**config.mk**
```make
export PLATFORM = sky130hd
export DESIGN_NAME = erx_core
export DESIGN_NICKNAME = d
export VERILOG_FILES = /design/src/logic/erx_cfg_pkg.sv /design/src/logic/erx_pkg.sv /design/src/logic/erx_core.sv /design/src/logic/erx_distributor.sv /design/src/logic/erx_mailbox.sv /design/src/logic/erx_cfg.sv /design/src/logic/erx_remap.sv /design/src/logic/erx_protocol.sv
export SDC_FILE = /design/constraint.sdc
export NUM_CORES = 1
export LEC_CHECK = 0
export BUFFER_PORTS_ARGS = -buffer_cell sky130_fd_sc_hd__buf_2
export CORE_AREA = 2 2 386 350
export DETAILED_ROUTE_END_ITERATION = 8
export DIE_AREA = 0 0 388 352
export PLACE_DENSITY_LB_ADDON = 0.2
export SLEW_MARGIN = 20
export SYNTH_ARGS = -nofsm -noshare
export SYNTH_HDL_FRONTEND = slang
export SYNTH_SLANG_ARGS = --single-unit
```
**constraint.sdc**
```tcl
create_clock -name clk -period 12.8 [get_ports clk]
set_input_delay 1.28 -clock clk [delete_from_list [all_inputs] [get_ports clk]]
set_output_delay 1.28 -clock clk [all_outputs]
set_load 0.005 [all_outputs]
```
**src/logic/erx_cfg_pkg.sv**
```systemverilog
package erx_cfg_pkg;

   // Register map, offsets in dstaddr[7:0] of a config packet
   localparam logic [7:0] reg_config        = 8'h00; // Remap mode, sel, test mode
   localparam logic [7:0] reg_remap_base    = 8'h04; // Dynamic remap offset
   localparam logic [7:0] reg_remap_pattern = 8'h08; // Static remap pattern
   localparam logic [7:0] reg_testdata      = 8'h0c; // Last test-mode data
   localparam logic [7:0] reg_mbox_lo       = 8'h10; // Mailbox head data
   localparam logic [7:0] reg_mbox_hi       = 8'h14; // Mailbox head srcaddr, pops
   localparam logic [7:0] reg_mbox_status   = 8'h18; // Mailbox fill count

   // Field layout of reg_config
   localparam int cfg_mode_lsb = 0;   // Remap mode, 2 bits
   localparam int cfg_sel_lsb  = 2;   // Static select mask, 12 bits
   localparam int cfg_test_bit = 16;  // Test mode enable

   typedef enum logic [1:0] {
      remap_none    = 2'd0,
      remap_static  = 2'd1,
      remap_dynamic = 2'd2
   } remap_mode_t;

   // Decoded config access
   typedef struct packed {
      logic        we;
      logic [7:0]  addr;
      logic [31:0] wdata;
   } cfg_req_t;

   // Settings driven into the remap stage
   typedef struct packed {
      remap_mode_t mode;
      logic [11:0] sel;      // Which of dstaddr[31:20] get replaced
      logic [11:0] pattern;  // Replacement bits
      logic [31:0] base;     // Added in dynamic mode
   } remap_cfg_t;

endpackage

```
**src/logic/erx_pkg.sv**
```systemverilog
package erx_pkg;

   // Link-level constants
   localparam int pw = 104;                          // Packet width on every path
   localparam logic [11:0] core_id = 12'h800;        // Endpoint ID in dstaddr[31:20]
   localparam logic [19:0] mailbox_addr = 20'hf0320; // Mailbox offset inside ID space
   localparam logic [3:0] rr_region = 4'he;          // dstaddr[19:16] of read responses
   localparam int mailbox_depth = 8;                 // Mailbox FIFO entries

   // Mesh packet as it travels on the link
   typedef struct packed {
      logic        write;      // Write or read response
      logic [1:0]  datamode;   // Transfer size
      logic [4:0]  ctrlmode;   // Control bits
      logic [31:0] dstaddr;    // Target address
      logic [31:0] data;       // Payload
      logic [31:0] srcaddr;    // Return address for reads
   } packet_t;

   // Traffic class picked by the protocol stage
   typedef enum logic [1:0] {
      cls_write = 2'd0,        // Plain write
      cls_read  = 2'd1,        // Read request
      cls_rresp = 2'd2         // Read response into the rr region
   } pkt_class_t;

endpackage
```
**src/logic/erx_core.sv**
```systemverilog
`timescale 1ns/1ps

module erx_core import erx_pkg::*, erx_cfg_pkg::*; (
   input  logic    clk,
   input  logic    rst_n,
   input  logic    rx_access,
   input  packet_t rx_packet,
   input  logic    rxwr_wait,
   input  logic    rxrd_wait,
   input  logic    rxrr_wait,
   input  logic    erx_cfg_access,
   input  packet_t erx_cfg_packet,
   output logic    rx_rd_wait,
   output logic    rx_wr_wait,
   output logic    rxwr_access,
   output packet_t rxwr_packet,
   output logic    rxrd_access,
   output packet_t rxrd_packet,
   output logic    rxrr_access,
   output packet_t rxrr_packet,
   output logic    erx_cfg_wait,
   output logic    mailbox_full,
   output logic    mailbox_not_empty
);

   logic        stall;          // Global pipeline hold
   logic        test_mode;
   logic        test_access;    // Test write from the link
   logic [31:0] test_data;
   logic        prot_access;    // Protocol stage out
   pkt_class_t  prot_class;
   packet_t     prot_packet;
   remap_cfg_t  remap;
   logic        rmp_access;     // Remap stage out
   pkt_class_t  rmp_class;
   packet_t     rmp_packet;
   logic [63:0] mbox_entry;
   logic [3:0]  mbox_count;
   logic        mbox_pop;
   logic        reply_access;   // Config reply slot
   packet_t     reply_packet;
   logic        reply_taken;

   erx_protocol u_protocol (
      .clk         (clk),
      .rst_n       (rst_n),
      .rx_access   (rx_access),
      .rx_packet   (rx_packet),
      .stall       (stall),
      .test_mode   (test_mode),
      .out_access  (prot_access),
      .out_class   (prot_class),
      .out_packet  (prot_packet),
      .test_access (test_access),
      .test_data   (test_data)
   );

   erx_remap u_remap (
      .clk        (clk),
      .rst_n      (rst_n),
      .stall      (stall),
      .in_access  (prot_access),
      .in_class   (prot_class),
      .in_packet  (prot_packet),
      .remap      (remap),
      .out_access (rmp_access),
      .out_class  (rmp_class),
      .out_packet (rmp_packet)
   );

   erx_cfg u_cfg (
      .clk          (clk),
      .rst_n        (rst_n),
      .cfg_access   (erx_cfg_access),
      .cfg_packet   (erx_cfg_packet),
      .test_access  (test_access),
      .test_data    (test_data),
      .mbox_entry   (mbox_entry),
      .mbox_count   (mbox_count),
      .reply_taken  (reply_taken),
      .cfg_wait     (erx_cfg_wait),
      .remap        (remap),
      .test_mode    (test_mode),
      .mbox_pop     (mbox_pop),
      .reply_access (reply_access),
      .reply_packet (reply_packet)
   );

   erx_mailbox u_mailbox (
      .clk               (clk),
      .rst_n             (rst_n),
      .snoop_access      (rmp_access),  // Taps the remapped stream
      .snoop_class       (rmp_class),
      .snoop_packet      (rmp_packet),
      .pop               (mbox_pop),
      .entry             (mbox_entry),
      .count             (mbox_count),
      .mailbox_full      (mailbox_full),
      .mailbox_not_empty (mailbox_not_empty)
   );

   erx_distributor u_distributor (
      .in_access   (rmp_access),
      .in_class    (rmp_class),
      .in_packet   (rmp_packet),
      .rr_access   (reply_access),
      .rr_packet   (reply_packet),
      .rxwr_wait   (rxwr_wait),
      .rxrd_wait   (rxrd_wait),
      .rxrr_wait   (rxrr_wait),
      .rxwr_access (rxwr_access),
      .rxwr_packet (rxwr_packet),
      .rxrd_access (rxrd_access),
      .rxrd_packet (rxrd_packet),
      .rxrr_access (rxrr_access),
      .rxrr_packet (rxrr_packet),
      .reply_taken (reply_taken),
      .stall       (stall)
   );

   // Both link waits are the one stall level
   assign rx_rd_wait = stall;
   assign rx_wr_wait = stall;

endmodule

```
**src/logic/erx_distributor.sv**
```systemverilog
`timescale 1ns/1ps

module erx_distributor import erx_pkg::*; (
   input  logic       in_access,
   input  pkt_class_t in_class,
   input  packet_t    in_packet,
   input  logic       rr_access,
   input  packet_t    rr_packet,
   input  logic       rxwr_wait,
   input  logic       rxrd_wait,
   input  logic       rxrr_wait,
   output logic       rxwr_access,
   output packet_t    rxwr_packet,
   output logic       rxrd_access,
   output packet_t    rxrd_packet,
   output logic       rxrr_access,
   output packet_t    rxrr_packet,
   output logic       reply_taken,
   output logic       stall
);

   logic mbox_hit;   // Consumed by the mailbox
   logic fwd;        // Link packet leaves on a queue
   logic link_rr;    // Link read response on rxrr
   logic cfg_slot;   // Config reply may use rxrr

   assign mbox_hit = (in_class == cls_write)
                     && (in_packet.dstaddr == {core_id, mailbox_addr});
   assign fwd      = in_access & ~mbox_hit;

   // Steering by class
   assign rxwr_access = fwd & (in_class == cls_write);
   assign rxrd_access = fwd & (in_class == cls_read);
   assign link_rr     = fwd & (in_class == cls_rresp);

   // Config reply only when no link packet is on any queue
   assign cfg_slot    = rr_access & ~fwd;
   assign rxrr_access = link_rr | cfg_slot;
   assign rxrr_packet = link_rr ? in_packet : rr_packet;
   assign reply_taken = cfg_slot & ~rxrr_wait;

   assign rxwr_packet = in_packet;
   assign rxrd_packet = in_packet;

   // Hold the pipe while the target queue pushes back
   assign stall = (rxwr_access & rxwr_wait)
                  | (rxrd_access & rxrd_wait)
                  | (link_rr & rxrr_wait);

endmodule

```
**src/logic/erx_mailbox.sv**
```systemverilog
`timescale 1ns/1ps

module erx_mailbox import erx_pkg::*; (
   input  logic        clk,
   input  logic        rst_n,
   input  logic        snoop_access,
   input  pkt_class_t  snoop_class,
   input  packet_t     snoop_packet,
   input  logic        pop,
   output logic [63:0] entry,
   output logic [3:0]  count,
   output logic        mailbox_full,
   output logic        mailbox_not_empty
);

   logic [63:0] mem [mailbox_depth];             // {srcaddr, data} pairs
   logic [$clog2(mailbox_depth)-1:0] wr_ptr;     // Wraps at depth
   logic [$clog2(mailbox_depth)-1:0] rd_ptr;
   logic        hit;                             // Write aimed at the mailbox
   logic        push;
   logic        pop_ok;

   assign hit = snoop_access && (snoop_class == cls_write)
                && (snoop_packet.dstaddr == {core_id, mailbox_addr});
   assign push   = hit & ~mailbox_full;          // Overflow is dropped
   assign pop_ok = pop & mailbox_not_empty;      // Pop of empty ignored

   always_ff @(posedge clk) begin
      if (push) begin
         mem[wr_ptr] <= {snoop_packet.srcaddr, snoop_packet.data};
      end
   end

   always_ff @(posedge clk or negedge rst_n) begin
      if (!rst_n) begin
         wr_ptr <= '0;
         rd_ptr <= '0;
         count  <= '0;
      end else begin
         if (push) begin
            wr_ptr <= wr_ptr + 1'b1;
         end
         if (pop_ok) begin
            rd_ptr <= rd_ptr + 1'b1;
         end
         case ({push, pop_ok})
            2'b10:   count <= count + 4'd1;
            2'b01:   count <= count - 4'd1;
            default: count <= count;  // Both or neither
         endcase
      end
   end

   // Flags follow the count register
   assign entry             = mem[rd_ptr];
   assign mailbox_full      = (count == 4'(mailbox_depth));
   assign mailbox_not_empty = (count != 4'd0);

endmodule

```
**src/logic/erx_cfg.sv**
```systemverilog
`timescale 1ns/1ps

module erx_cfg import erx_pkg::*, erx_cfg_pkg::*; (
   input  logic        clk,
   input  logic        rst_n,
   input  logic        cfg_access,
   input  packet_t     cfg_packet,
   input  logic        test_access,
   input  logic [31:0] test_data,
   input  logic [63:0] mbox_entry,
   input  logic [3:0]  mbox_count,
   input  logic        reply_taken,
   output logic        cfg_wait,
   output remap_cfg_t  remap,
   output logic        test_mode,
   output logic        mbox_pop,
   output logic        reply_access,
   output packet_t     reply_packet
);

   cfg_req_t    req;         // Decoded request
   logic        accept;      // Request taken this cycle
   logic        wr_en;
   logic        rd_en;
   logic [31:0] rdata;       // Register read mux
   remap_cfg_t  remap_q;
   logic        test_mode_q;
   logic [31:0] testdata_q;

   always_comb begin
      req.we    = cfg_packet.write;
      req.addr  = cfg_packet.dstaddr[7:0];
      req.wdata = cfg_packet.data;
   end

   // Port held only while an untaken reply sits in the slot
   assign cfg_wait = reply_access & ~reply_taken;
   assign accept   = cfg_access & ~cfg_wait;
   assign wr_en    = accept & req.we;
   assign rd_en    = accept & ~req.we;
   assign mbox_pop = rd_en & (req.addr == reg_mbox_hi); // Hi word read retires entry

   always_ff @(posedge clk or negedge rst_n) begin
      if (!rst_n) begin
         remap_q     <= '0;  // Mode none
         test_mode_q <= 1'b0;
         testdata_q  <= '0;
      end else begin
         if (wr_en) begin
            case (req.addr)
               reg_config: begin
                  remap_q.mode <= remap_mode_t'(req.wdata[cfg_mode_lsb +: 2]);
                  remap_q.sel  <= req.wdata[cfg_sel_lsb +: 12];
                  test_mode_q  <= req.wdata[cfg_test_bit];
               end
               reg_remap_base:    remap_q.base    <= req.wdata;
               reg_remap_pattern: remap_q.pattern <= req.wdata[11:0];
               reg_testdata:      testdata_q      <= req.wdata;
               default:           ;  // Read-only or unmapped
            endcase
         end
         if (test_access) begin
            testdata_q <= test_data;  // Link test data wins
         end
      end
   end

   always_comb begin
      rdata = '0;
      case (req.addr)
         reg_config: begin
            rdata[cfg_mode_lsb +: 2]  = remap_q.mode;
            rdata[cfg_sel_lsb +: 12]  = remap_q.sel;
            rdata[cfg_test_bit]       = test_mode_q;
         end
         reg_remap_base:    rdata        = remap_q.base;
         reg_remap_pattern: rdata[11:0]  = remap_q.pattern;
         reg_testdata:      rdata        = testdata_q;
         reg_mbox_lo:       rdata        = mbox_entry[31:0];   // Data word
         reg_mbox_hi:       rdata        = mbox_entry[63:32];  // Sender address
         reg_mbox_status:   rdata[3:0]   = mbox_count;
         default:           rdata        = '0;
      endcase
   end

   // Reply slot
   always_ff @(posedge clk or negedge rst_n) begin
      if (!rst_n) begin
         reply_access <= 1'b0;
      end else if (rd_en) begin
         reply_access <= 1'b1;
      end else if (reply_taken) begin
         reply_access <= 1'b0;
      end
   end

   always_ff @(posedge clk) begin
      if (rd_en) begin
         reply_packet.write    <= 1'b1;                // Replies travel as writes
         reply_packet.datamode <= cfg_packet.datamode;
         reply_packet.ctrlmode <= cfg_packet.ctrlmode;
         reply_packet.dstaddr  <= cfg_packet.srcaddr;  // Back to the requester
         reply_packet.srcaddr  <= cfg_packet.dstaddr;
         reply_packet.data     <= rdata;
      end
   end

   assign remap     = remap_q;
   assign test_mode = test_mode_q;

endmodule

```
**src/logic/erx_remap.sv**
```systemverilog
`timescale 1ns/1ps

module erx_remap import erx_pkg::*, erx_cfg_pkg::*; (
   input  logic       clk,
   input  logic       rst_n,
   input  logic       stall,
   input  logic       in_access,
   input  pkt_class_t in_class,
   input  packet_t    in_packet,
   input  remap_cfg_t remap,
   output logic       out_access,
   output pkt_class_t out_class,
   output packet_t    out_packet
);

   packet_t     remapped;   // Next value of the packet register
   logic [11:0] static_hi;  // Rewritten dstaddr[31:20]

   assign static_hi = (in_packet.dstaddr[31:20] & ~remap.sel) | (remap.pattern & remap.sel);

   always_comb begin
      remapped = in_packet;
      if (in_class != cls_rresp) begin  // Responses keep their address
         case (remap.mode)
            remap_static:  remapped.dstaddr[31:20] = static_hi;
            remap_dynamic: remapped.dstaddr = in_packet.dstaddr + remap.base;
            default:       remapped = in_packet;  // No remap
         endcase
      end
   end

   // Second pipeline register
   always_ff @(posedge clk or negedge rst_n) begin
      if (!rst_n) begin
         out_access <= 1'b0;
         out_class  <= cls_write;
      end else if (!stall) begin
         out_access <= in_access;
         if (in_access) begin
            out_class <= in_class;
         end
      end
   end

   always_ff @(posedge clk) begin
      if (!stall && in_access) begin
         out_packet <= remapped;
      end
   end

endmodule

```
**src/logic/erx_protocol.sv**
```systemverilog
`timescale 1ns/1ps

module erx_protocol import erx_pkg::*; (
   input  logic        clk,
   input  logic        rst_n,
   input  logic        rx_access,
   input  packet_t     rx_packet,
   input  logic        stall,
   input  logic        test_mode,
   output logic        out_access,
   output pkt_class_t  out_class,
   output packet_t     out_packet,
   output logic        test_access,
   output logic [31:0] test_data
);

   logic          acc_q;    // Link strobe, registered
   logic [pw-1:0] raw_q;    // Raw link bits, registered
   packet_t       pkt;      // Same bits as a struct
   logic          to_core;  // Targets our ID space
   logic          is_rresp;

   // Input register, frozen while downstream stalls
   always_ff @(posedge clk or negedge rst_n) begin
      if (!rst_n) begin
         acc_q <= 1'b0;
      end else if (!stall) begin
         acc_q <= rx_access;
      end
   end

   always_ff @(posedge clk) begin
      if (!stall && rx_access) begin
         raw_q <= rx_packet;  // Payload only moves with a strobe
      end
   end

   assign pkt = packet_t'(raw_q);

   // Read responses are writes into our rr region
   assign to_core  = (pkt.dstaddr[31:20] == core_id);
   assign is_rresp = pkt.write && to_core && (pkt.dstaddr[19:16] == rr_region);

   always_comb begin
      if (!pkt.write) begin
         out_class = cls_read;
      end else if (is_rresp) begin
         out_class = cls_rresp;
      end else begin
         out_class = cls_write;
      end
   end

   // Test mode swallows all writes
   assign out_access  = acc_q & ~(test_mode & pkt.write);
   assign out_packet  = pkt;
   assign test_access = acc_q & test_mode & pkt.write & ~stall; // Once per held packet
   assign test_data   = pkt.data;

endmodule

```
[Word-level counts from Yosys, hierarchy flattened]
Memory sizes are Yosys's and may differ from the RTL's.
Index checks and enable logic that the tools add are counted.
Storage, ports and cells
  bits in registers: 417
  bits in latches: 0
  memory bits (writable): 512
  bits in read-only memories: 0
  bits of input ports: 215
  output and inout bits: 320
  word-level logic and storage cells: 125
  memories: 1
Cells by class
  $add $sub $neg: 5
  multiply operators: 0
  div/mod/pow operators: 0
  magnitude comparators: 0
  equality and inequality tests: 17
  shift operators: 0
  mux-type cells: 20
  bitwise operators: 37
  reductions and logical operators: 20
Memories
  u_mailbox.mem: words 8, width 64, read ports 1, clocked after Yosys merged registers in 0, wr ports 1, RTL line erx_mailbox.sv:16  | logic [63:0] mem [mailbox_depth];
Operator list (number)
  104-bit 2-to-1 mux: 1
  32-bit 2-to-1 mux: 3
  96-bit 2-to-1 mux: 1
  15-bit case mux with 4 select lines: 1
  8-bit case mux with 6 select lines: 1
  32-bit adder: 1
  32-bit == test, second input constant: 1
  4-bit case mux with 7 select lines: 1
  12-bit AND: 2
  8-bit by 5-bit == test with 1-bit output, second input constant: 3
  12-bit case mux with 2 select lines: 1
  1-bit AND: 21
  20-bit 2-to-1 mux: 1
  8-bit by 4-bit == test with 1-bit output, second input constant: 2
  12-bit == test, second input constant: 1
  12-bit NOT: 1
  12-bit bitwise OR: 1
  2-bit case mux with 5 select lines: 1
  2-bit AND reduction: 5
  1-bit NOT: 9
  4-bit == test, second input constant: 2
  8-bit by 3-bit == test with 1-bit output, second input constant: 1
  8-bit logical NOT: 1
  2-bit case mux with 4 select lines: 1
  other kinds (16): 36

[Longest topological paths before layout]
Gate-level depths: netlist of the first run.
  depth after elaboration: 16
  depth in mapped cells: 14
  mapped depth without buffers: 13

[Hierarchy]
A second synthesis of the first run with hierarchy kept.
Second synthesis, totals
  cell total of the unflattened synthesis: 2333
  area, all modules: 40346.2 µm²
Modules (own cells, without submodules)
  erx_mailbox: instances 1, cells each 809, area each 19895.3 µm², sequential area each 15625.0 µm²
  erx_cfg: instances 1, cells each 602, area each 8370.5 µm², sequential area each 5395.2 µm²
  erx_remap: instances 1, cells each 424, area each 5411.4 µm², sequential area each 3198.1 µm²
  erx_protocol: instances 1, cells each 149, area each 3492.1 µm², sequential area each 3148.0 µm²
  erx_distributor: instances 1, cells each 348, area each 3169.3 µm², sequential area each 0.0 µm²
  erx_core: instances 1, cells each 1, area each 7.5 µm², sequential area each 0.0 µm²

[Least setup slack after synthesis of the first run]
OpenSTA, ideal clock, no wires.
  path type: input to register
  from: in rxrd_wait
  to: reg u_remap.out_class[1]
  setup time: 0.091 ns
  data arrival time: 7.546 ns
  required time: 12.709 ns
  path slack: 5.163 ns
  stages on the path: 6
  buffers on the path: 0
  cells stage by stage: mux2i_1 o21ai_0 nand2_1 nand2_1 a21oi_1 mux2_2
Between the ends
  cells in the longest elaborated chain, start to end: 5
RTL lines
  start, declared: RTL line erx_core.sv:9  | input logic rxrd_wait,
  1-bit AND: RTL line erx_distributor.sv:47  | | (rxrd_access & rxrd_wait)
  1-bit bitwise OR: RTL line erx_distributor.sv:47
  1-bit bitwise OR: RTL line erx_distributor.sv:48  | | (link_rr & rxrr_wait);
  1-bit NOT (no line)
  2-bit AND reduction (no line)
  end signal, assigned: RTL line erx_remap.sv:36  | out_class <= cls_write;
  end signal, assigned: RTL line erx_remap.sv:40  | out_class <= in_class;
  end, declared: RTL line erx_remap.sv:12  | output pkt_class_t out_class,
Every way passes these cells.
A chain may end at the register's enable or synchronous reset.

==> results of run 1 <==
-- kinds of logic after synthesis --
family / Yosys count / share of synthesized area
DFF: 929 / 0.716
muxes: 398 / 0.152
AOI/OAI and AO/OA: 265 / 0.0464
buffers and inverters: 237 / 0.0354
and+or+nand+nor: 235 / 0.0304
adders and majority gates: 40 / 0.0135
xor gates and xnor gates: 29 / 0.00665
-- worst register-to-register path: cells and delay by family, from the launching register on --
family | cells | cell delay, ps
AO/OA/AOI/OAI | 2 | 580
AND/OR/NAND/NOR | 3 | 1450
flip-flops | 1 | 440
buffers and inverters | 2 | 1390
-- final timing paths --
kind	start	to	slack, ps	cells after the start
max in group asynchronous	rst_n	u_cfg.remap[27]	10860	2
worst min register to register	u_protocol.out_packet[21]	u_remap.out_packet[21]	410	0
min in group asynchronous	rst_n	u_protocol.acc_q	600	1
worst max register to register	u_remap.out_packet[86]	u_cfg.reply_packet[92]	8390	7
worst min-delay path	u_protocol.out_packet[21]	u_remap.out_packet[21]	410	0
worst max-delay path	u_remap.out_packet[86]	rxrr_packet[58]	7540	7
-- cell usage in the layout (no fill, tap or decap), drive strengths merged, types with 6 or more instances in the layout --
| master | synthesis | layout |
|---|---|---|
| edfxtp | 823 | 823 |
| buf | 143 | 573 |
| mux2 | 168 | 168 |
| clkbuf | 55 | 152 |
| mux4 | 128 | 128 |
| dfrtp | 106 | 106 |
| mux2i | 102 | 102 |
| o21ai | 92 | 92 |
| nand2 | 90 | 90 |
| inv | 39 | 42 |
| ha | 38 | 38 |
| nor2 | 36 | 36 |
| clkinv | 0 | 34 |
| a22oi | 30 | 30 |
| a21oi | 29 | 29 |
| nand3 | 26 | 26 |
| nor3 | 24 | 24 |
| o221ai | 17 | 17 |
| xnor2 | 17 | 17 |
| o21a | 15 | 15 |
| o211ai | 13 | 13 |
| xor2 | 12 | 12 |
| a221oi | 10 | 10 |
| a21o | 10 | 10 |
| diode | 0 | 9 |
| nand2b | 9 | 9 |
| a22o | 9 | 9 |
| nor4 | 8 | 8 |
| or3 | 8 | 8 |
| bufinv | 0 | 6 |
| a211oi | 6 | 6 |
-- per-stage QoR --
stage	setup WS (ps)	power [uW]	std cells	area, um^2
floorplan	5160	4410	2133	38200
global placement	7660	4830	4249	42300
detailed placement	7690	4860	4249	42300
CTS	7450	7890	4446	45700
global route	7340	8080	4448	45700
finish	7540	7760	4455	45700
-- cells in the mapped netlist, types with 4 or more instances --
cell type and count:
buf_6 5, nand3_1 26, mux2i_1 102, o211ai_1 13
xnor2_1 17, a222oi_1 5, and2_1 4, mux2_2 118
a21o_1 10, nand2_1 86, o31ai_1 4, buf_1 10
nand4_1 4, a221oi_1 10, buf_4 106, inv_1 39
mux2_1 50, xor2_1 12, o21a_1 15, mux4_2 128
buf_2 22, nand3b_1 5, o21ai_1 14, o21ai_0 77
nor2_1 36, or3_1 8, a22oi_1 30, nor3b_1 5
edfxtp_1 823, o221ai_1 17, a21oi_1 29, dfrtp_1 106
a22o_1 9, nand2b_1 9, a211oi_1 5, nor4_1 8
ha_1 38, nor3_1 23, clkbuf_1 55
-- sequential cells by signal, indices dropped and copies added (netlist names), 2 cells and up --
| register | flops |
|---|---|
| u_cfg.testdata_q | 32 |
| u_remap.out_class | 2 |
| u_cfg.remap | 58 |
| u_mailbox.count | 4 |
| u_protocol.out_packet | 104 |
| u_mailbox.rd_ptr | 3 |
| u_mailbox.mem | 512 |
| u_cfg.reply_packet | 103 |
| u_remap.out_packet | 104 |
| u_mailbox.wr_ptr | 3 |
-- routing by layer --
| metal | global-route usage | wire (um) | vias to the layer above |
|---|---|---|---|
| met4 | 0.0502 | 3090 | 28 |
| met1 | 0.221 | 50400 | 11300 |
| li1 | - | - | 9383 |
| met5 | 0 | 158 | - |
| met2 | 0.268 | 55000 | 615 |
| met3 | 0.0445 | 7860 | 181 |
-- final cells by class --
class,count,area (um^2),area share
well taps,1741,2180,0.0476
clock inverters,45,420,0.00919
clock buffers,152,3000,0.0656
repair buffers,573,2980,0.0653
multi-input cells,967,9600,0.210
diodes,9,22.5,0.000492
flip-flops and latches,929,27400,0.599
inverters,39,151,0.00331
-- power by group --
part / internal, uW / leakage [uW] / total, uW / switching [uW]
sequential: 3720 / 0.00899 / 4070 / 344
clock: 1750 / 0.00168 / 2990 / 1240
combinational: 288 / 0.00582 / 698 / 410
total: 5760 / 0.0165 / 7760 / 2000
==> results_dict.tcl, run 1 <==
set metrics [dict create \
    grt.overflow.total 0 \
    synth_area_per_cell_um2 17.9 \
    drv_slew 0 \
    whs_ps 407 \
    worst_pin_slew_ps 1060 \
    power_density_nw_per_um2 170 \
    place_hpwl_um 76400 \
    async_flop_share 0.114 \
    cts_buffers 106 \
    dieArea_um2 137000 \
    clock_latency_ps 720 \
    end_kind "primary output" \
    core_um2 133000 \
    fmax_mhz 190 \
    crit_chain "nor4_1, nand4_1, o31a_1, nand3b_1, buf_12, mux2_2, buf_2" \
    synth_cells 2133 \
    post_cts_buffers 0 \
    finalCritPeriodShare 0.411 \
    ys_seq_elements 929 \
    slowest_stage "nor4_1" \
    cts_buffer_depth 3 \
    slew_headroom 0.294 \
    ys_warn_count 0 \
    ir_drop_mv 0.105 \
    worstSetupStartpointType "flop" \
    fin_skew_ps 34.2 \
    fin_setup_tns_ps 0 \
    place_congestion 0.826 \
    ys.flop_type "edfxtp_1" \
    drt-initial-drc-count 1633 \
    cp.arrival_ps 3980 \
    detail-route-antenna-nets 0 \
    synth-edff-count 823 \
    required_ps 11520 \
    grt_pass1_vias 22100 \
    die_h_um 352 \
    finalSetupViolCount 0 \
    critical_path_class "flop to primary output" \
    io_pins 535 \
    rows 127 \
    rsz0062_at_grt "no" \
    path_delay_family "simple AND/OR/NAND/NOR gates" \
    track_usage 0.167 \
    drc 0 \
    final_util 0.345 \
    ys_top_cells_by_area "edfxtp_1, mux4_2, dfrtp_1" \
    start_util 0.288 \
    clkSlewWorstSetupHoldPaths_ps 60 \
    drive_above_1_share 0.372 \
    syn_area_um2 38200 \
    grt_pass1_wl_um 164000 \
    status "completed" \
    synth_area_leader_cell "edfxtp_1" \
    hold_class "flop to flop" \
    io_buffers 534 \
    cts_hold_buf 0 \
    wire_per_inst_um 26.1 \
    vias 21500 \
    n_fill_cell 12700 \
    die_x_um 388 \
    syn_nets 2388 \
    max_stage_delay_ps 880 \
    cp_max_fo 105 \
    cp_num_buf_inv 2 \
    cts_max_level 3 \
    grt_max_degree 106 \
    cts_tree "yes" \
    synth_top_cell_area_share 0.647 \
    vias_per_cell 4.82 \
    power.leakage_uw 0.0165 \
    antenna_found_initial 33 \
    seq_area_frac_synth 0.716 \
    hold_viol 0 \
    yosysUniqueCellTypes 71 \
    wl_um 116000 \
    maxCapViolations 0 \
    area_growth_pct 19.6 \
    drt_first_pass_iters 5 \
    cts_num_sinks 929 \
    final_nets 2871 \
    cts_root_buffer "clkbuf_16" \
    cts_resized 0 \
    min_period_ps 5260 \
]
Note: power is estimated with default switching activity, not from simulation.
==> run 2: changes to the inputs <==
==> constraint.sdc (replaced) <==
create_clock -name clk -period 4.6 [get_ports clk]
set_input_delay 0.46 -clock clk [delete_from_list [all_inputs] [get_ports clk]]
set_output_delay 0.46 -clock clk [all_outputs]
set_load 0.005 [all_outputs]
==> run 2 against run 1 <==
Against the previous run:
- non-clock buffer count increased by 206
- total power grew to 2.8 times the previous value
- clock power increased to 2.8 times the previous value
- combinational power grew to 3.1 times the previous value
- utilization increased by 1.7 points
- final area grew 5.0%
- critical path type unchanged
- largest power group unchanged
==> results_dict.tcl, run 2 (synthesis results as in run 1) <==
set metrics [dict create \
    slew_headroom 0.300 \
    cp_max_fo 50 \
    timing.final.ws_setup_ps 668 \
    clock_latency_ps 720 \
    regMostFlops "u_mailbox.mem" \
    vias 22300 \
    cts_max_level 3 \
    cts_tree "yes" \
    die_h_um 352 \
    drc 0 \
    p_comb_frac 0.100 \
    drt-initial-drc-count 1668 \
    die_x_um 388 \
    seq_power_share 0.519 \
    io_buffers 534 \
    drt_first_pass_iters 6 \
    cp.arrival_ps 3470 \
    area_growth_pct 25.6 \
    final_util 0.362 \
    fin_skew_ps 35.4 \
    ff_latch_area_um2 27400 \
    status "completed" \
    start_util 0.288 \
    place_hpwl_um 78300 \
    grt_pass1_wl_um 169000 \
    final_area_um2 48000 \
    cts_root_buffer "clkbuf_16" \
    cp_num_buf_inv 2 \
    track_usage 0.172 \
    maxCapViolations 0 \
    whs_ps 61.9 \
    top_regs "u_mailbox.mem (512), u_protocol.out_packet (104), u_remap.out_packet (104)" \
    io_pins 535 \
    required_ps 4140 \
    fmax_mhz 254 \
    reg2reg_from "u_remap.out_packet[89]" \
    drv_slew 0 \
    finalSetupViolCount 0 \
    total_power_uw 21800 \
    multiInputGateArea_um2 9610 \
    ir_drop_mv 0.286 \
    grt_max_degree 107 \
    cts_buffer_depth 3 \
    reg2regPathDepth 13 \
    worst_pin_slew_ps 1050 \
    rows 127 \
    wl_um 119000 \
    final_nets 3074 \
    core_um2 133000 \
    swShare 0.257 \
    wire_per_inst_um 25.6 \
    min_period_ps 3930 \
    detail-route-antenna-nets 0 \
    post_cts_buffers 0 \
    max_stage_delay_ps 440 \
    n_fill_cell 12500 \
    grt.overflow.total 0 \
    reg2reg_to "u_mailbox.count[3]" \
    antenna_found_initial 25 \
    clockPowerShare 0.381 \
    path_delay_family "simple AND/OR/NAND/NOR gates" \
    power.leakage_uw 0.0174 \
    crit_chain "nor4_1, nand3_1, o31a_1, nand3b_1, buf_12, mux2_2, buf_2" \
    hold_viol 0 \
    drive_above_1_share 0.345 \
    largest_reg_flops 512 \
    grt_pass1_vias 23400 \
    finalCritPeriodShare 0.855 \
    final_cell_mix "edfxtp_1, buf_2, dlygate4sd3_1, mux4_2, mux2_2" \
    holdPathEnd "u_cfg.remap[38]" \
    end_kind "primary output" \
    place_area_um2 42600 \
    cts_buffers 103 \
    slowest_stage "mux2_2" \
    rsz0062_at_grt "no" \
    min_from "erx_cfg_packet[38]" \
    place_congestion 0.832 \
    clkSlewWorstSetupHoldPaths_ps 60 \
    cts_num_sinks 929 \
    internal_power_uw 16200 \
    power.switching_uw 5600 \
    min_path_cells 2 \
    power_density_nw_per_um2 453 \
    place_ws_ps 928 \
    hold_class "primary input to flop" \
    worstSetupStartpointType "flop" \
    vias_per_cell 4.79 \
    dieArea_um2 137000 \
    r2r_slack_ps 870 \
    mostFrequentLayoutCell "edfxtp_1" \
    critical_path_class "flop to primary output" \
]
run 2: power by group through the flow:
stage | clock network (uW) | registers, uW | logic, uW
after global placement | 0 | 11400 | 2100
after CTS | 8530 | 11300 | 2250
final | 8290 | 11300 | 2190
after global routing | 8850 | 11400 | 2370
after floorplan | 0 | 11000 | 1180
after detailed placement | 0 | 11500 | 2090
run 2: worst reg2reg max path, delay by kind of cell, from the launching register on:
kind            cells  cell delay (ps)
simple gates        5             1450
compound gates      4              950
fa+ha+maj           2              510
flops               1              420
xor+xnor            2              290
run 2: metrics by stage:
step | TNS [ps] | instances
CTS | 0 | 4647
finish | 0 | 4662
global route | 0 | 4652
floorplan | -32820 | 2133
global placement | 0 | 4255
detailed placement | 0 | 4255
run 2: how the worst max path moves through the flow:
stage,from,end,cells after the start,slack (ps)
2_1_floorplan,u_remap.out_packet[75],u_mailbox.mem[2][0],7,-100
3_3_place_gp,u_remap.out_packet[89],u_mailbox.count[3],13,820
3_5_place_dp,u_remap.out_packet[89],u_mailbox.count[3],13,930
4_1_cts,u_remap.out_packet[89],rxrr_packet[58],7,610
5_1_grt,u_remap.out_packet[89],rxrr_packet[58],7,540
6_report,u_remap.out_packet[89],rxrr_packet[58],7,670
run 2: per-layer routing:
layer,vias to the layer above,share of wire,GRT usage
li1,9820,-,-
met1,11600,0.44,0.232
met2,665,0.47,0.278
met3,184,0.051,0.0328
met4,14,0.029,0.0560
met5,-,0.00068,0
run 2: final cells by class:
class,instances,area share
repair buffers,779,0.110
inverters,39,0.00315
flip-flops and latches,929,0.570
clock buffers,127,0.0573
diodes,15,0.000782
well taps,1741,0.0454
clock inverters,65,0.0131
multi-input cells,967,0.200
run 2: repair_timing:
item / 4_1_cts / 5_1_grt
gates resized for setup: 0 / 0
hold endpoints to repair: 316 / 0
hold buffers: 200 / 0
